`src/include/cpu_params.svh`:
```
`ifndef CPU_PARAMS_SVH
`define CPU_PARAMS_SVH

// Data and address word width
`define CPU_XLEN 32

// Register number width, 32 architectural registers
`define CPU_REG_AW 5

// I-type immediate field, sign-extended
`define CPU_IMM_W 17

// JI-type target field, zero-extended
`define CPU_TGT_W 27

// Register written by jal
`define CPU_LINK_REG 31

// First fetch address out of reset
`define CPU_RESET_PC 0

`endif

```
`src/isa_pkg.sv`:
```
`default_nettype none

`include "cpu_params.svh"

package isa_pkg;

  // One data or address word
  typedef logic [`CPU_XLEN-1:0] word_t;

  // One register number
  typedef logic [`CPU_REG_AW-1:0] reg_addr_t;

  // Major opcode, instruction bits 31:27
  typedef enum logic [4:0] {
    OP_ALU  = 5'd0,
    OP_J    = 5'd1,
    OP_BNE  = 5'd2,
    OP_JAL  = 5'd3,
    OP_JR   = 5'd4,
    OP_ADDI = 5'd5,
    OP_BLT  = 5'd6,
    OP_SW   = 5'd7,
    OP_LW   = 5'd8
  } opcode_e;

  // R-type function field, instruction bits 6:2
  typedef enum logic [4:0] {
    ADD = 5'd0,
    SUB = 5'd1,
    AND = 5'd2,
    OR  = 5'd3,
    SLL = 5'd4,
    SRA = 5'd5
  } alu_op_e;

endpackage

`default_nettype wire

```
`src/pipe_pkg.sv`:
```
`default_nettype none

`include "cpu_params.svh"

package pipe_pkg;

  import isa_pkg::*;

  // Fetch to decode
  // An all-zero instruction decodes as add r0 and writes nothing
  typedef struct packed {
    word_t instr;
    word_t pc_plus1;
  } fd_t;

  // Decode to execute
  // rs and rt hold the register-file read numbers, not the raw fields
  typedef struct packed {
    opcode_e   opcode;
    alu_op_e   alu_op;
    reg_addr_t shamt;
    reg_addr_t rs;
    reg_addr_t rt;
    reg_addr_t rd;
    word_t     a;
    word_t     b;
    word_t     imm;
    word_t     pc_plus1;
    word_t     target;
    logic      we;
  } dx_t;

  // Execute to memory
  // For sw, rd names the stored register
  typedef struct packed {
    opcode_e   opcode;
    reg_addr_t rd;
    logic      we;
    word_t     result;
    word_t     store_data;
    word_t     pc_plus1;
  } xm_t;

  // Memory to writeback
  typedef struct packed {
    reg_addr_t rd;
    logic      we;
    logic      is_load;
    logic      is_jal;
    word_t     result;
    word_t     load_data;
    word_t     pc_plus1;
  } mw_t;

  // Taken branch or jump out of execute
  typedef struct packed {
    logic  taken;
    word_t target;
  } redirect_t;

  // Operand source in execute
  typedef enum logic [1:0] {
    FWD_NONE,
    FWD_MEM,
    FWD_WB
  } fwd_sel_e;

endpackage

`default_nettype wire

```
`src/fetch_stage.sv`:
```
`timescale 1ns/10ps
`default_nettype none

`include "cpu_params.svh"

module fetch_stage
  import isa_pkg::*;
  import pipe_pkg::*;
(
  input  logic      clock,
  input  logic      rst_n,
  input  logic      stall,
  input  redirect_t redirect,
  input  word_t     q_imem,
  output word_t     address_imem,
  output fd_t       fd
);

  word_t pc;
  word_t pc_plus1;
  word_t pc_next;

  // Word addressed, so the next sequential fetch is one up
  assign pc_plus1 = pc + word_t'(1);
  assign address_imem = pc;

  // Redirect wins over the load-use hold
  always_comb begin
    if (redirect.taken) begin
      pc_next = redirect.target;
    end else if (stall) begin
      pc_next = pc;
    end else begin
      pc_next = pc_plus1;
    end
  end

  always_ff @(posedge clock) begin
    if (!rst_n) begin
      pc <= word_t'(`CPU_RESET_PC);
    end else begin
      pc <= pc_next;
    end
  end

  // Fetched word is squashed when an older branch or jump resolves taken
  always_ff @(posedge clock) begin
    if (!rst_n || redirect.taken) begin
      fd <= '0;
    end else if (!stall) begin
      fd.instr    <= q_imem;
      fd.pc_plus1 <= pc_plus1;
    end
  end

endmodule

`default_nettype wire

```
`src/decode_stage.sv`:
```
`timescale 1ns/10ps
`default_nettype none

`include "cpu_params.svh"

module decode_stage
  import isa_pkg::*;
  import pipe_pkg::*;
(
  input  logic      clock,
  input  logic      rst_n,
  input  logic      stall,
  input  redirect_t redirect,
  input  fd_t       fd,
  input  word_t     data_readRegA,
  input  word_t     data_readRegB,
  output reg_addr_t ctrl_readRegA,
  output reg_addr_t ctrl_readRegB,
  output logic      uses_rt,
  output dx_t       dx
);

  opcode_e   opcode;
  reg_addr_t f_rd;
  reg_addr_t f_rs;
  reg_addr_t f_rt;
  reg_addr_t dest;
  logic      is_branch;
  logic      writes;
  word_t     imm_ext;
  word_t     target_ext;

  // Instruction fields
  assign opcode = opcode_e'(fd.instr[31:27]);
  assign f_rd   = fd.instr[26:22];
  assign f_rs   = fd.instr[21:17];
  assign f_rt   = fd.instr[16:12];

  assign is_branch = (opcode == OP_BNE) || (opcode == OP_BLT);

  // Branches compare rd against rs, so rd goes out on port A
  assign ctrl_readRegA = is_branch ? f_rd : f_rs;

  // Port B carries rs for branches and rd for sw data and jr target
  always_comb begin
    if (is_branch) begin
      ctrl_readRegB = f_rs;
    end else if ((opcode == OP_SW) || (opcode == OP_JR)) begin
      ctrl_readRegB = f_rd;
    end else begin
      ctrl_readRegB = f_rt;
    end
  end

  // Port B is a true source only here
  // sw data is patched later in the memory stage
  assign uses_rt = (opcode == OP_ALU) || is_branch || (opcode == OP_JR);

  // jal links into the fixed register
  assign dest = (opcode == OP_JAL) ? reg_addr_t'(`CPU_LINK_REG) : f_rd;

  assign writes = (opcode == OP_ALU) || (opcode == OP_ADDI) ||
                  (opcode == OP_LW) || (opcode == OP_JAL);

  assign imm_ext = {{(`CPU_XLEN - `CPU_IMM_W){fd.instr[`CPU_IMM_W-1]}},
                    fd.instr[`CPU_IMM_W-1:0]};
  assign target_ext = {{(`CPU_XLEN - `CPU_TGT_W){1'b0}}, fd.instr[`CPU_TGT_W-1:0]};

  // Bubble on load-use stall or flush
  always_ff @(posedge clock) begin
    if (!rst_n || stall || redirect.taken) begin
      dx <= '0;
    end else begin
      dx.opcode   <= opcode;
      dx.alu_op   <= alu_op_e'(fd.instr[6:2]);
      dx.shamt    <= fd.instr[11:7];
      dx.rs       <= ctrl_readRegA;
      dx.rt       <= ctrl_readRegB;
      dx.rd       <= dest;
      dx.a        <= data_readRegA;
      dx.b        <= data_readRegB;
      dx.imm      <= imm_ext;
      dx.pc_plus1 <= fd.pc_plus1;
      dx.target   <= target_ext;
      // r0 is never a real destination
      dx.we       <= writes && (dest != '0);
    end
  end

endmodule

`default_nettype wire

```
`src/alu.sv`:
```
`timescale 1ns/10ps
`default_nettype none

`include "cpu_params.svh"

module alu
  import isa_pkg::*;
(
  input  word_t     operand_a,
  input  word_t     operand_b,
  input  alu_op_e   op,
  input  reg_addr_t shamt,
  output word_t     result,
  output logic      not_equal,
  output logic      less_than
);

  word_t diff;

  // Shared subtractor for SUB and the compare flags
  assign diff = operand_a - operand_b;

  always_comb begin
    case (op)
      ADD:     result = operand_a + operand_b;
      SUB:     result = diff;
      AND:     result = operand_a & operand_b;
      OR:      result = operand_a | operand_b;
      SLL:     result = operand_a << shamt;
      SRA:     result = word_t'($signed(operand_a) >>> shamt);
      default: result = '0;
    endcase
  end

  assign not_equal = |diff;

  // Signed A < B
  // with differing signs the difference may overflow, so A's sign decides
  assign less_than = (operand_a[`CPU_XLEN-1] ^ operand_b[`CPU_XLEN-1]) ?
                     operand_a[`CPU_XLEN-1] : diff[`CPU_XLEN-1];

endmodule

`default_nettype wire

```
`src/execute_stage.sv`:
```
`timescale 1ns/10ps
`default_nettype none

`include "cpu_params.svh"

module execute_stage
  import isa_pkg::*;
  import pipe_pkg::*;
(
  input  logic      clock,
  input  logic      rst_n,
  input  dx_t       dx,
  input  fwd_sel_e  fwd_a,
  input  fwd_sel_e  fwd_b,
  input  word_t     mem_result,
  input  word_t     wb_result,
  output redirect_t redirect,
  output xm_t       xm
);

  word_t   a_fwd;
  word_t   b_fwd;
  word_t   op_b;
  word_t   alu_result;
  word_t   branch_target;
  alu_op_e op;
  logic    not_equal;
  logic    less_than;
  logic    is_branch;
  logic    uses_imm;
  logic    br_taken;

  // Bypass mux, memory result is the younger of the two
  function automatic word_t pick(fwd_sel_e sel, word_t reg_val, word_t mem_val,
                                 word_t wb_val);
    case (sel)
      FWD_MEM: pick = mem_val;
      FWD_WB:  pick = wb_val;
      default: pick = reg_val;
    endcase
  endfunction

  assign a_fwd = pick(fwd_a, dx.a, mem_result, wb_result);
  assign b_fwd = pick(fwd_b, dx.b, mem_result, wb_result);

  assign is_branch = (dx.opcode == OP_BNE) || (dx.opcode == OP_BLT);
  assign uses_imm  = (dx.opcode == OP_ADDI) || (dx.opcode == OP_LW) ||
                     (dx.opcode == OP_SW);

  assign op_b = uses_imm ? dx.imm : b_fwd;

  // Function field is only meaningful for R-type
  always_comb begin
    if (is_branch) begin
      op = SUB;
    end else if (uses_imm) begin
      op = ADD;
    end else begin
      op = dx.alu_op;
    end
  end

  alu u_alu (
    .operand_a (a_fwd),
    .operand_b (op_b),
    .op        (op),
    .shamt     (dx.shamt),
    .result    (alu_result),
    .not_equal (not_equal),
    .less_than (less_than)
  );

  assign branch_target = dx.pc_plus1 + dx.imm;
  assign br_taken = ((dx.opcode == OP_BNE) && not_equal) ||
                    ((dx.opcode == OP_BLT) && less_than);

  // Resolve control flow here; fetch and decode flush on taken
  always_comb begin
    redirect.taken = br_taken || (dx.opcode == OP_J) || (dx.opcode == OP_JAL) ||
                     (dx.opcode == OP_JR);
    if (is_branch) begin
      redirect.target = branch_target;
    end else if (dx.opcode == OP_JR) begin
      // jr target came in on port B
      redirect.target = b_fwd;
    end else begin
      redirect.target = dx.target;
    end
  end

  always_ff @(posedge clock) begin
    if (!rst_n) begin
      xm <= '0;
    end else begin
      xm.opcode     <= dx.opcode;
      xm.rd         <= dx.rd;
      xm.we         <= dx.we;
      xm.result     <= alu_result;
      xm.store_data <= b_fwd;
      xm.pc_plus1   <= dx.pc_plus1;
    end
  end

endmodule

`default_nettype wire

```
`src/memory_writeback.sv`:
```
`timescale 1ns/10ps
`default_nettype none

`include "cpu_params.svh"

module memory_writeback
  import isa_pkg::*;
  import pipe_pkg::*;
(
  input  logic      clock,
  input  logic      rst_n,
  input  xm_t       xm,
  input  word_t     q_dmem,
  output word_t     address_dmem,
  output word_t     data,
  output logic      wren,
  output word_t     mem_result,
  output reg_addr_t mem_rd,
  output logic      mem_we,
  output logic      ctrl_writeEnable,
  output reg_addr_t ctrl_writeReg,
  output word_t     data_writeReg
);

  mw_t mw;

  // Data memory port
  assign address_dmem = xm.result;
  assign wren = (xm.opcode == OP_SW);

  // Store right after the load of its data register
  // the loaded word only exists in writeback now
  assign data = (mw.we && (mw.rd == xm.rd)) ? data_writeReg : xm.store_data;

  // Forwarding taps for execute
  assign mem_rd = xm.rd;
  assign mem_we = xm.we;
  assign mem_result = (xm.opcode == OP_JAL) ? xm.pc_plus1 : xm.result;

  always_ff @(posedge clock) begin
    if (!rst_n) begin
      mw <= '0;
    end else begin
      mw.rd        <= xm.rd;
      mw.we        <= xm.we;
      mw.is_load   <= (xm.opcode == OP_LW);
      mw.is_jal    <= (xm.opcode == OP_JAL);
      mw.result    <= xm.result;
      mw.load_data <= q_dmem;
      mw.pc_plus1  <= xm.pc_plus1;
    end
  end

  // Register file write port
  assign ctrl_writeEnable = mw.we;
  assign ctrl_writeReg = mw.rd;
  assign data_writeReg = mw.is_load ? mw.load_data :
                         mw.is_jal  ? mw.pc_plus1 : mw.result;

endmodule

`default_nettype wire

```
`src/hazard_unit.sv`:
```
`timescale 1ns/10ps
`default_nettype none

`include "cpu_params.svh"

module hazard_unit
  import isa_pkg::*;
  import pipe_pkg::*;
(
  input  reg_addr_t ex_rs,
  input  reg_addr_t ex_rt,
  input  logic      ex_is_load,
  input  reg_addr_t ex_rd,
  input  reg_addr_t mem_rd,
  input  logic      mem_we,
  input  reg_addr_t wb_rd,
  input  logic      wb_we,
  input  reg_addr_t dec_rs,
  input  reg_addr_t dec_rt,
  input  logic      dec_uses_rt,
  output fwd_sel_e  fwd_a,
  output fwd_sel_e  fwd_b,
  output logic      stall
);

  // Youngest older writer wins, r0 stays hardwired
  function automatic fwd_sel_e select(reg_addr_t src, reg_addr_t m_rd, logic m_we,
                                      reg_addr_t w_rd, logic w_we);
    if (m_we && (m_rd != '0) && (m_rd == src)) begin
      select = FWD_MEM;
    end else if (w_we && (w_rd != '0) && (w_rd == src)) begin
      select = FWD_WB;
    end else begin
      select = FWD_NONE;
    end
  endfunction

  assign fwd_a = select(ex_rs, mem_rd, mem_we, wb_rd, wb_we);
  assign fwd_b = select(ex_rt, mem_rd, mem_we, wb_rd, wb_we);

  // Load data is not ready until memory, hold decode one cycle
  assign stall = ex_is_load && (ex_rd != '0) &&
                 ((dec_rs == ex_rd) || (dec_uses_rt && (dec_rt == ex_rd)));

endmodule

`default_nettype wire

```
`src/processor.sv`:
```
`timescale 1ns/10ps
`default_nettype none

`include "cpu_params.svh"

module processor
  import isa_pkg::*;
  import pipe_pkg::*;
(
  input  logic      clock,
  input  logic      rst_n,
  // Instruction memory
  output word_t     address_imem,
  input  word_t     q_imem,
  // Data memory
  output word_t     address_dmem,
  output word_t     data,
  output logic      wren,
  input  word_t     q_dmem,
  // Register file
  output logic      ctrl_writeEnable,
  output reg_addr_t ctrl_writeReg,
  output reg_addr_t ctrl_readRegA,
  output reg_addr_t ctrl_readRegB,
  output word_t     data_writeReg,
  input  word_t     data_readRegA,
  input  word_t     data_readRegB
);

  fd_t       fd;
  dx_t       dx;
  xm_t       xm;
  redirect_t redirect;
  fwd_sel_e  fwd_a;
  fwd_sel_e  fwd_b;
  logic      stall;
  logic      uses_rt;
  word_t     mem_result;
  reg_addr_t mem_rd;
  logic      mem_we;
  logic      ex_is_load;

  assign ex_is_load = (dx.opcode == OP_LW);

  fetch_stage u_fetch (
    .clock        (clock),
    .rst_n        (rst_n),
    .stall        (stall),
    .redirect     (redirect),
    .q_imem       (q_imem),
    .address_imem (address_imem),
    .fd           (fd)
  );

  decode_stage u_decode (
    .clock         (clock),
    .rst_n         (rst_n),
    .stall         (stall),
    .redirect      (redirect),
    .fd            (fd),
    .data_readRegA (data_readRegA),
    .data_readRegB (data_readRegB),
    .ctrl_readRegA (ctrl_readRegA),
    .ctrl_readRegB (ctrl_readRegB),
    .uses_rt       (uses_rt),
    .dx            (dx)
  );

  // Writeback forwarding taps straight off the register-file write port
  execute_stage u_execute (
    .clock      (clock),
    .rst_n      (rst_n),
    .dx         (dx),
    .fwd_a      (fwd_a),
    .fwd_b      (fwd_b),
    .mem_result (mem_result),
    .wb_result  (data_writeReg),
    .redirect   (redirect),
    .xm         (xm)
  );

  hazard_unit u_hazard (
    .ex_rs       (dx.rs),
    .ex_rt       (dx.rt),
    .ex_is_load  (ex_is_load),
    .ex_rd       (dx.rd),
    .mem_rd      (mem_rd),
    .mem_we      (mem_we),
    .wb_rd       (ctrl_writeReg),
    .wb_we       (ctrl_writeEnable),
    .dec_rs      (ctrl_readRegA),
    .dec_rt      (ctrl_readRegB),
    .dec_uses_rt (uses_rt),
    .fwd_a       (fwd_a),
    .fwd_b       (fwd_b),
    .stall       (stall)
  );

  memory_writeback u_memwb (
    .clock            (clock),
    .rst_n            (rst_n),
    .xm               (xm),
    .q_dmem           (q_dmem),
    .address_dmem     (address_dmem),
    .data             (data),
    .wren             (wren),
    .mem_result       (mem_result),
    .mem_rd           (mem_rd),
    .mem_we           (mem_we),
    .ctrl_writeEnable (ctrl_writeEnable),
    .ctrl_writeReg    (ctrl_writeReg),
    .data_writeReg    (data_writeReg)
  );

endmodule

`default_nettype wire

```
`config.mk`:
```
export PLATFORM = sky130hd
export DESIGN_NAME = processor
export DESIGN_NICKNAME = d
export VERILOG_FILES = /design/src/isa_pkg.sv /design/src/pipe_pkg.sv /design/src/fetch_stage.sv /design/src/decode_stage.sv /design/src/alu.sv /design/src/execute_stage.sv /design/src/memory_writeback.sv /design/src/hazard_unit.sv /design/src/processor.sv
export VERILOG_INCLUDE_DIRS = /design/src /design/src/include
export SDC_FILE = /design/constraint.sdc
export NUM_CORES = 1
export LEC_CHECK = 0
export ABC_AREA = 1
export BUFFER_PORTS_ARGS = -buffer_cell sky130_fd_sc_hd__clkbuf_2
export CORE_MARGIN = 4
export CORE_UTILIZATION = 40
export DETAILED_ROUTE_END_ITERATION = 12
export PLACE_DENSITY = 0.61
export SLEW_MARGIN = 20
export SYNTH_ARGS = -nofsm -noshare
export SYNTH_HDL_FRONTEND = slang
export SYNTH_SLANG_ARGS = --single-unit
```
`constraint.sdc`:
```
create_clock -name clock -period 7 [get_ports clock]
set_input_delay 0.35 -clock clock [delete_from_list [all_inputs] [get_ports clock]]
set_output_delay 0.35 -clock clock [all_outputs]
set_load 0.01 [all_outputs]
```
== Yosys cells after proc, flatten, opt, wreduce, memory -nomap -nowiden ==
Index checks and enable logic that the tools add are counted.
Cells by class
  add/sub/neg operators: 4
  equality and inequality tests: 35
  shifts and indexed selects: 2
  multiplexer cells: 23
  bitwise operators: 3
  reductions and logical operators: 39
Operator list (count)
  $mux W32: 9
  $pmux W32 S6: 1
  $pmux W32 S2: 2
  $add A32 B32 Y32: 2
  $eq A5 B3 Y1 const B: 11
  $eq A5 B2 Y1 const B: 7
  $eq A5 B5 Y1: 7
  $add A32 B1 Y32 const B: 1
  $and A32 B32 Y32: 1
  $or A32 B32 Y32: 1
  $reduce_or A32 Y1: 1
  $shl A32 B5 Y32: 1
  $sshr A32 B5 Y32: 1
  $sub A32 B32 Y32: 1
  $mux W5: 6
  $reduce_bool A5 Y1: 4
  $logic_or A1 B1 Y1: 18
  $eq A5 B4 Y1 const B: 3
  $logic_and A1 B1 Y1: 13
  $eq A5 B1 Y1 const B: 2
  $logic_not A5 Y1: 2
  $mux W2: 4
  $eq A2 B1 Y1 const B: 2
  $eq A2 B2 Y1 const B: 2
  other kinds (4): 4
Storage, ports and cells
  register bits after elaboration: 483
  input bits: 130
  logic and storage cells: 135

== Depth between registers and ports, before layout ==
Gate-level depths: netlist of run 1.
  depth after elaboration: 16
  depth in mapped cells: 38

== Cells and area by module ==
A second synthesis of run 1 with hierarchy kept.
Unflattened totals
  cells, all modules: 5276
  area, all modules: 31881.8 µm²
Modules (own cells, without submodules)
  alu: instances 1, cells each 1850, area each 9337.7 µm², seq. area each 0.0 µm²
  execute_stage: instances 1, cells each 1303, area each 7703.6 µm², seq. area each 2142.1 µm²
  memory_writeback: instances 1, cells each 855, area each 5368.9 µm², seq. area each 2082.0 µm²
  decode_stage: instances 1, cells each 547, area each 4677.0 µm², seq. area each 2882.8 µm²
  fetch_stage: instances 1, cells each 592, area each 4207.8 µm², seq. area each 1921.8 µm²
  hazard_unit: instances 1, cells each 123, area each 564.3 µm², seq. area each 0.0 µm²
  processor: instances 1, cells each 6, area each 22.5 µm², seq. area each 0.0 µm²

== Worst setup path before layout of run 1 ==
OpenSTA, ideal clock, no wires.
  path type: reg2reg
  start point: register u_execute.xm[100] (netlist name)
  end point: register u_decode.dx[108] (netlist name)
  library setup time: 0.062 ns
  data arrival time: 4.847 ns
  slack: 2.091 ns
  cell stages (with the launch flop): 33
  path through: dfxtp_1 > clkbuf_2 > xor2_1 > nor4_1 > nand2_1 > nand2_1 > clkbuf_1 > buf_1 > o221ai_1 > nand2_1 > o21ai_0 > inv_1 > ha_1 > buf_2 > nor2_2 > nand2_1 > nor2_1 > nand2_1 > nand3_2 > nand2_1 > nand3_1 > a311oi_1 > fa_1 > inv_1 > nor2_1 > nand2_1 > nor2_1 > nand3_1 > a21boi_4 > nand3_4 > buf_6 > buf_8 > nor2_2
Between the ends
  longest elaborated chain between the ends: 15
RTL lines
  $reduce_bool A5 Y1: RTL line hazard_unit.sv:29  | if (m_we && (m_rd != '0) && (m_rd == src)) begin
  $logic_and A1 B1 Y1 (2 in a row): RTL line hazard_unit.sv:29
  $mux W2: RTL line hazard_unit.sv:29
  $eq A2 B2 Y1 or $eq A2 B1 Y1 (tied branches): RTL line execute_stage.sv:36  | case (sel)
  $pmux W32 S2: RTL line execute_stage.sv:36
  $mux W32: RTL line execute_stage.sv:50  | assign op_b = uses_imm ? dx.imm : b_fwd;
  $sub A32 B32 Y32 or $xor A1 B1 Y1 (tied branches): RTL line alu.sv:21, alu.sv:39
  $reduce_or A32 Y1 or $mux W1 (tied branches): RTL line alu.sv:35, alu.sv:39
  $logic_and A1 B1 Y1, on equally long branches: RTL line execute_stage.sv:74, execute_stage.sv:75
  $logic_or A1 B1 Y1 (*): RTL line execute_stage.sv:74  | assign br_taken = ((dx.opcode == OP_BNE) && not_equal) ||
  $logic_or A1 B1 Y1 (*) (3 in a row): RTL line execute_stage.sv:79  | redirect.taken = br_taken || (dx.opcode == OP_J) || (dx.opcode == OP_JAL) ||
  $logic_or A1 B1 Y1 (*): RTL line decode_stage.sv:71  | if (!rst_n || stall || redirect.taken) begin
Every way passes the cells marked *; elsewhere a longest branch is shown, timed or not.
A chain may end at the register's enable or synchronous reset.

== Worst setup path after layout of run 1 ==
  start point: register u_memwb.mw, in the netlist u_memwb.ctrl_writeReg[2]
  end point: register u_decode.dx[111] (netlist name)
Between the ends
  longest elaborated chain between the ends: 16
RTL lines
  from (decl): RTL line memory_writeback.sv:25  | mw_t mw;
  $reduce_bool A5 Y1: RTL line hazard_unit.sv:31  | end else if (w_we && (w_rd != '0) && (w_rd == src)) begin
  $logic_and A1 B1 Y1 (2 in a row): RTL line hazard_unit.sv:31
  $mux W2: RTL line hazard_unit.sv:31
  $mux W2: RTL line hazard_unit.sv:29
  $eq A2 B2 Y1 or $eq A2 B1 Y1 (tied branches): RTL line execute_stage.sv:36
  $pmux W32 S2: RTL line execute_stage.sv:36
  $mux W32: RTL line execute_stage.sv:50
  $sub A32 B32 Y32 or $xor A1 B1 Y1 (tied branches): RTL line alu.sv:21, alu.sv:39
  $reduce_or A32 Y1 or $mux W1 (tied branches): RTL line alu.sv:35, alu.sv:39
  $logic_and A1 B1 Y1, on equally long branches: RTL line execute_stage.sv:74, execute_stage.sv:75
  $logic_or A1 B1 Y1 (*): RTL line execute_stage.sv:74
  $logic_or A1 B1 Y1 (*) (3 in a row): RTL line execute_stage.sv:79
  $logic_or A1 B1 Y1 (*): RTL line decode_stage.sv:71
Marked as above.

==> impl_results.md, run 1 <==
* GRT Overall Usage at 0.3456
* Largest area contributor in the netlist: dfxtp_1
* Critical path data required time at ~7.5 ns
* Reg area at 0.009032 mm2
* Crit share post-route at 0.9516
* Die ar. at 0.07853 mm2
* Total power at just under 9 mW
* Hold endpoint: u_decode.dx[117]$_SDFF_PP0_
* Post-route cell area at between 0.03 and 0.04 mm2
* #FFs+latches synth at 451
* CTS tree: built
* Clock Pin Slew Worst Setup and Hold Paths at 0.07 ns
* FILL cells at just under 8000
* Area grow syn2layout at 16.45%
* Std cell rows at slightly below 100
* Cts hold-fix bufs at between 100 and 150
* Max incr delay on CP at 0.72 ns
* Io pins at approximately 280
* Clk Latency, worst-skew pair at a little over 0.6 ns
* Syn Std Cell Area at around 0.030 mm2
* Max IR drop VDD at 0.1926 mV
* Library cells used by synthesis at 55
* Worst slew pin tran at roughly 1.1 ns
* Post-synth net total at around 5000
* TritonCTS buffer count at 51
* Minimum clock period at about 6.7 ns
* Max-slew violation count at 0
* Setup Total Neg Slack at 0 ns
* RR Startpoint: u_memwb.ctrl_writeReg[2]$_SDFF_PN0_
* Width of the die at 280.2 um
* First-pass GRT wire length at between 200000 and 250000 um
* Final core utilization at 0.4715
* Met2 Usage GRT at 0.5436
* Routed Antenna Nets at 0
* Static leakage at 18.06 nW
* Hold Path Depth at 3
* # DRC at 0
* Synth top cells by count: 1297 x nand2_1, 724 x inv_1, 451 x dfxtp_1
* Status: finished, final reports clean
* Synth Flop Type: dfxtp_1
* Largest net degree at the start of global routing at 90
* Met3 GRT Util at 0.05850
* CORE AREA at ~0.073 mm2
* Clock Tree Buf Depth at 3
* Cell with the most instances after synthesis: nand2_1
* Flop2flop setup slack at 0.34 ns
* RSZ-0062 raised after global routing: false
* Hold path start: data_readRegB[20]
* DR WL/cell at approximately 23 um
* Busiest grt layer: met2
* Worst r2r dst: u_decode.dx[111]$_SDFF_PP0_
* Critical Path Fanout Max at roughly 70
* Final-stage net count at ~5200
* Top post-synthesis cells by area: dfxtp_1 30%, nand2_1 16%, inv_1 9.2%, nand3_1 7.1%, ha_1 5.4%
* Setup crit start kind: register
* Gpl congestion at ~1.0
* F_max at 150.1 MHz
* Slew margin rel. at 0.2658
* Total count of hold-check failures in the final report at 0
* Worst EP arrival at ~7 ns
* Post-synth EDFFs at 0
* Seq/Total Area, Yosys at 0.3046
* Routed wire length at about 140000 um
* Post-CTS Resized at 0
* Global routing usage on met1 at 0.4493
* Clock skew at approximately 0.024 ns
* Via count of the first global-routing pass at approximately 31000
* Initial antenna violation count at 7
* Starting Density at 0.4049
* Hpwl dp at ~110000 um
* Fraction of registers with async set/reset at 0
* Syn_area_per_cell at around 6.3 um2
* Final-report setup violation count at 0
* Non-Filler Instances at 5977
* Setup CP Type: reg -> reg
* CTS root buffer: clkbuf_16
* Synth Instances at around 4700
* PortBufs at about 270
* Max-cap violations at 0
* Vias after detailed routing at 32477
* Die H at between 200 and 300 um
* Worst min path class: in -> reg
* Clock sink count at between 400 and 500
* R2R depth at 30
* Yosys top cell area share at 0.3046
* Initial DRC count at about 3800
* Grt ovf at 0
* Top cell by count, worst path: nand2_1
* P per Cell Area at roughly 260 mW/mm2
* Share of cells above drive strength 1 at 0.1178
* Area of the multi-input gates at 0.01662 mm2
* H-tree Lvls at 2
* Post CTS Setup Buffer Count at 0
* Placed Area at approximately 0.032 mm2
* Vias per std cell at 5.434
* CP Capture Type: register
* YS warnings at 0
* Slowest CP cell: buf_4
* DP Cell Count at ~5800
* DR pass1 iterations at 6
## power breakdown
part	switching (mW)	leakage, nW	internal (mW)
combinational	2.22	13.5	0.905
sequential	0.231	3.69	2.76
clock	1.17	0.860	1.62
## layer usage
metal  share of wire  wire length [um]
met5       0.0000071                 1
met4           0.069              9740
met3           0.082             11530
met2            0.44             61280
met1            0.41             57820
## logic make-up after synthesis
kind of cell,share of synthesized area
simple gates,0.3464
buf+inv,0.1360
compound gates,0.1323
flops,0.3046
fa+ha+maj,0.05631
xor+xnor,0.02364
mux,0.0006754
## state kept, by name, indices dropped and copies added (netlist names)
register	flops
u_decode.dx	144
u_execute.xm	107
u_memwb.mw	98
u_fetch.fd	64
u_fetch.address_imem	32
u_memwb.ctrl_writeReg	5
u_memwb.ctrl_writeEnable	1
## layout make-up
cell class                 instances  share of cell area
antenna                            3           0.0002175
clock buffer                      66             0.04183
clock inverter                    26            0.008736
inverter                         737             0.08015
multi-input combinational       3267              0.4814
sequential                       451              0.2617
tap                              959             0.03476
timing repair buffer             468             0.09124
## layout by cell type, fill, tap and decap left out, drive strengths merged, types with 14 or more instances in the layout
cell type,count
a21oi,251
a31oi,14
buf,84
clkbuf,339
clkinv,16
dfxtp,451
dlygate4sd3,111
ha,127
inv,740
nand2,1298
nand3,423
nand3b,47
nand4,56
nor2,449
nor3,30
nor4,15
o211ai,64
o21a,40
o21ai,231
o221ai,22
o22ai,14
or2,48
xor2,67
## worst max-delay path, delay by kind of cell, from the launching register on
| kind | cells | cell delay, ns |
|---|---|---|
| AND/OR/NAND/NOR | 18 | 2.21 |
| buffers and inverters | 5 | 1.43 |
| AO/OA/AOI/OAI | 4 | 1.07 |
| adder cells (fa/ha/maj) | 2 | 0.96 |
| flip-flops | 1 | 0.47 |
| XOR/XNOR | 1 | 0.15 |
## how the worst max path moves through the flow
| stage | start | to | slack, ns | cells past startpoint |
|---|---|---|---|---|
| floorplan | u_execute.xm[100]$_SDFF_PN0_ | u_decode.dx[108]$_SDFF_PP0_ | 2.09 | 32 |
| global placement | u_memwb.ctrl_writeReg[2]$_SDFF_PN0_ | u_decode.dx[121]$_SDFF_PP0_ | 0.57 | 26 |
| detailed placement | u_memwb.ctrl_writeReg[2]$_SDFF_PN0_ | u_decode.dx[111]$_SDFF_PP0_ | 0.54 | 30 |
| CTS | u_memwb.ctrl_writeReg[2]$_SDFF_PN0_ | u_decode.dx[111]$_SDFF_PP0_ | 0.49 | 30 |
| global route | u_decode.dx[190]$_SDFF_PP0_ | u_decode.dx[111]$_SDFF_PP0_ | 0.02 | 26 |
| finish | u_memwb.ctrl_writeReg[2]$_SDFF_PN0_ | u_decode.dx[111]$_SDFF_PP0_ | 0.34 | 30 |
## stage by stage
step / setup WS (ns) / hold slack, ns
2_1_floorplan: 2.091 / 0.3905
3_3_place_gp: 0.5707 / 0.4133
3_5_place_dp: 0.5355 / 0.4140
4_1_cts: 0.4863 / 0.0008319
5_1_grt: 0.02292 / 0.01917
6_report: 0.3390 / 0.01416
No activity file was read; power rests on OpenSTA's default activity.
==> run 2: changes to the inputs <==
- CELL_PAD_IN_SITES_DETAIL_PLACEMENT: not set -> 1
- CELL_PAD_IN_SITES_GLOBAL_PLACEMENT: not set -> 1
- PLACE_DENSITY: 0.61 -> 0.81
==> run 2 against run 1 <==
  * Register-to-register slack improved by 0.098 ns
  * Power rose by 2.2%
  * Setup slack improved by 0.098 ns
  * Sequential share of layout area fell by 0.21 points
  * Combinational power rose by 2%
  * Cell count rose by 0.49%
  * Hold slack improved by 0.014 ns
  * Largest cell class unchanged
  * Highest routed layer unchanged
==> impl_results.md, run 2 (synthesis gave the netlist of run 1 again) <==
* RR Startpoint: u_decode.dx[189]$_SDFF_PP0_
* CTS root buffer: clkbuf_16
* Die ar. at 0.07853 mm2 (unchanged)
* GRT Overall Usage at 0.3756 (+0.03002)
* H-tree Lvls at 2 (unchanged)
* DR WL/cell at 25.48 um (+8.5%)
* F_max at 152.4 MHz (+1.5%)
* Std cell rows at 99 (unchanged)
* Clk Latency, worst-skew pair at 0.63 ns (about the same)
* Via count of the first global-routing pass at 34143 (+12%)
* Minimum clock period at 6.563 ns (-0.09786 ns)
* Clock sink count at 451 (unchanged)
* Vias per std cell at 5.638 (+3.8%)
* Worst r2r dst: u_decode.dx[114]$_SDFF_PP0_
* First-pass GRT wire length at 222100 um (+10%)
* Static leakage at 18.18 nW (+0.63%)
* Bufs and invs on worst path at 5 (unchanged)
* Worst EP arrival at 7.07 ns (-0.04 ns)
* Final-report setup violation count at 0 (unchanged)
* Setup Total Neg Slack at 0 ns (unchanged)
* Share of cells above drive strength 1 at 0.1201 (+0.002265)
* Slew margin rel. at 0.2371 (-0.02869)
* CORE AREA at 0.07321 mm2 (unchanged)
* Gpl congestion at 1.038 (+2.4%)
* Critical Path Fanout Max at 57 (-16%)
* Most frequent cells in the layout: 1295 x nand2_1, 723 x inv_1, 448 x dfxtp_1
* Max-slew violation count at 0 (unchanged)
* DR pass1 iterations at 6 (unchanged)
* RSZ-0062 raised after global routing: false
* Hold endpoint: u_decode.dx[101]$_SDFF_PP0_
* Top Registers: u_decode.dx: 144 flops, u_execute.xm: 107 flops, u_memwb.mw: 98 flops
* Flop2flop setup slack at 0.44 ns (+0.10 ns)
* Die H at 280.2 um (unchanged)
* P per Cell Area at 261.4 mW/mm2 (+1.4%)
* Most common cell after layout, fill and taps aside: nand2_1
* Min Hold Slack at 0.02769 ns (+0.01354 ns)
* Clock Pin Slew Worst Setup and Hold Paths at 0.07 ns (about the same)
* Worst min path class: in -> reg
* Vias after detailed routing at 33862 (+4.3%)
* Non-Filler Instances at 6006 (+0.49%)
* Area grow syn2layout at 17.37%
* Crit share post-route at 0.9376 (-0.01398)
* Io pins at 275 (unchanged)
* Largest Register: u_decode.dx
* Critical path data required time at 7.51 ns (+0.06 ns)
* Largest net degree at the start of global routing at 114 (+27%)
* Clock Tree Buf Depth at 3 (unchanged)
* Grt ovf at 0 (unchanged)
* Initial antenna violation count at 12 (+5)
* Hold path start: data_readRegB[4]
* Setup crit start kind: register
* Initial DRC count at 3431 (-11%)
* PortBufs at 274 (unchanged)
* CP delay by family, top: compound AO/OA/AOI/OAI gates
* Top cell by count, worst path: nor2_1
* Slowest CP cell: o21ai_0
* Routed wire length at 153000 um (+9.0%)
* Final-stage net count at 5257 (+0.38%)
* Routed Antenna Nets at 0 (unchanged)
* TritonCTS buffer count at 51 (unchanged)
* Max IR drop VDD at 0.1981 mV (+2.8%)
* Width of the die at 280.2 um (unchanged)
* Status: finished, final reports clean
* DP Cell Count at 5783 (+0.21%)
* Setup CP Type: reg -> reg
* Max-cap violations at 0 (unchanged)
* # DRC at 0 (unchanged)
* CP Capture Type: register
* Starting Density at 0.4049 (unchanged)
* R2R depth at 24 (-20%)
* Hpwl dp at 115700 um (+3.9%)
* FILL cells at 9868 (+25%)
* Worst slew pin tran at 1.132 ns (+0.03107 ns)
* Total count of hold-check failures in the final report at 0 (unchanged)
* Clock skew at 0.02836 ns (+0.004072 ns)
* Final core utilization at 0.4753 (+0.003760)
* Max incr delay on CP at 0.96 ns (+0.24 ns)
* Largest register FFs at 144 (unchanged)
* Worst path cell trace: inv_1 -> o31ai_1 -> inv_1 -> o21ai_0 -> inv_1 -> ha_1 -> nor2_1 -> nand2_1 -> nor2_1 -> nand2_1 -> nand3_2 -> nand2_1 -> nand3_1 -> a311oi_1 -> fa_1 -> inv_1 -> nor2_1 -> nand2_1 -> nor2_1 -> nand3_1 -> a21boi_4 -> nand3_4 -> buf_16 -> nor2_1
* CTS tree: built
* Hold Path Depth at 3 (unchanged)
run 2: worst reg2reg max path: cells and delay by family (launching register included):
kind / cells / cell delay [ns]
AOI/OAI and AO/OA: 4 / 1.95
adders and majority gates: 2 / 0.98
buffers and inverters: 5 / 1.03
and+or+nand+nor: 13 / 2.03
DFF: 1 / 0.46
run 2: through the flow:
stage	total power, mW	setup WS, ns	instance area (um2)
after global routing	9.455	0.01409	34770
after detailed placement	6.023	0.4886	31730
after CTS	8.977	0.4478	34720
after floorplan	4.777	2.091	29640
after global placement	5.985	0.7028	31730
final	9.095	0.4369	34790
run 2: repair_timing:
action	in CTS	in global routing
setup endpoints to repair	0	98
resized for setup	0	3
hold buffers	117	0
setup buffers	0	1
endpoints found under the hold margin	117	0
run 2: layout make-up:
cell class              instances  area, um2  share of cell area
diodes                         10      25.02           0.0007192
clock buffers                  69       1475             0.04240
clock inverters                25      341.6            0.009818
inverters                     737       2768             0.07955
multi-input cells            3267      16610              0.4774
flip-flops and latches        451       9032              0.2596
well taps                     959       1200             0.03449
repair buffers                488       3339             0.09598
run 2: how the worst max path moves through the flow:
stage,from,end,slack (ns),cells past startpoint
floorplan,u_execute.xm[100]$_SDFF_PN0_,u_decode.dx[108]$_SDFF_PP0_,2.09,32
global placement,u_memwb.ctrl_writeReg[2]$_SDFF_PN0_,u_decode.dx[113]$_SDFF_PP0_,0.70,26
detailed placement,u_memwb.ctrl_writeReg[2]$_SDFF_PN0_,u_decode.dx[49]$_SDFF_PP0_,0.49,31
CTS,u_memwb.ctrl_writeReg[2]$_SDFF_PN0_,u_decode.dx[110]$_SDFF_PP0_,0.45,31
global route,u_execute.xm[98]$_SDFF_PN0_,u_fetch.address_imem[21]$_SDFFE_PN0P_,0.01,31
finish,u_decode.dx[189]$_SDFF_PP0_,u_decode.dx[114]$_SDFF_PP0_,0.44,24
run 2: power breakdown:
group          switching [mW]  leakage (nW)  total [mW]  internal (mW)
clock network            1.22         0.876        2.93           1.71
logic                    2.26          13.6        3.19          0.932
registers               0.220          3.69        2.98           2.76
run 2: per-layer routing:
| layer | share of wire | up-vias | GRT usage |
|---|---|---|---|
| met4 | 0.077 | 2 | 0.2316 |
| met5 | 0.000085 | - | 0 |
| met3 | 0.092 | 536 | 0.09003 |
| li1 | - | 15450 | - |
| met2 | 0.44 | 1735 | 0.5962 |
| met1 | 0.39 | 16139 | 0.4612 |
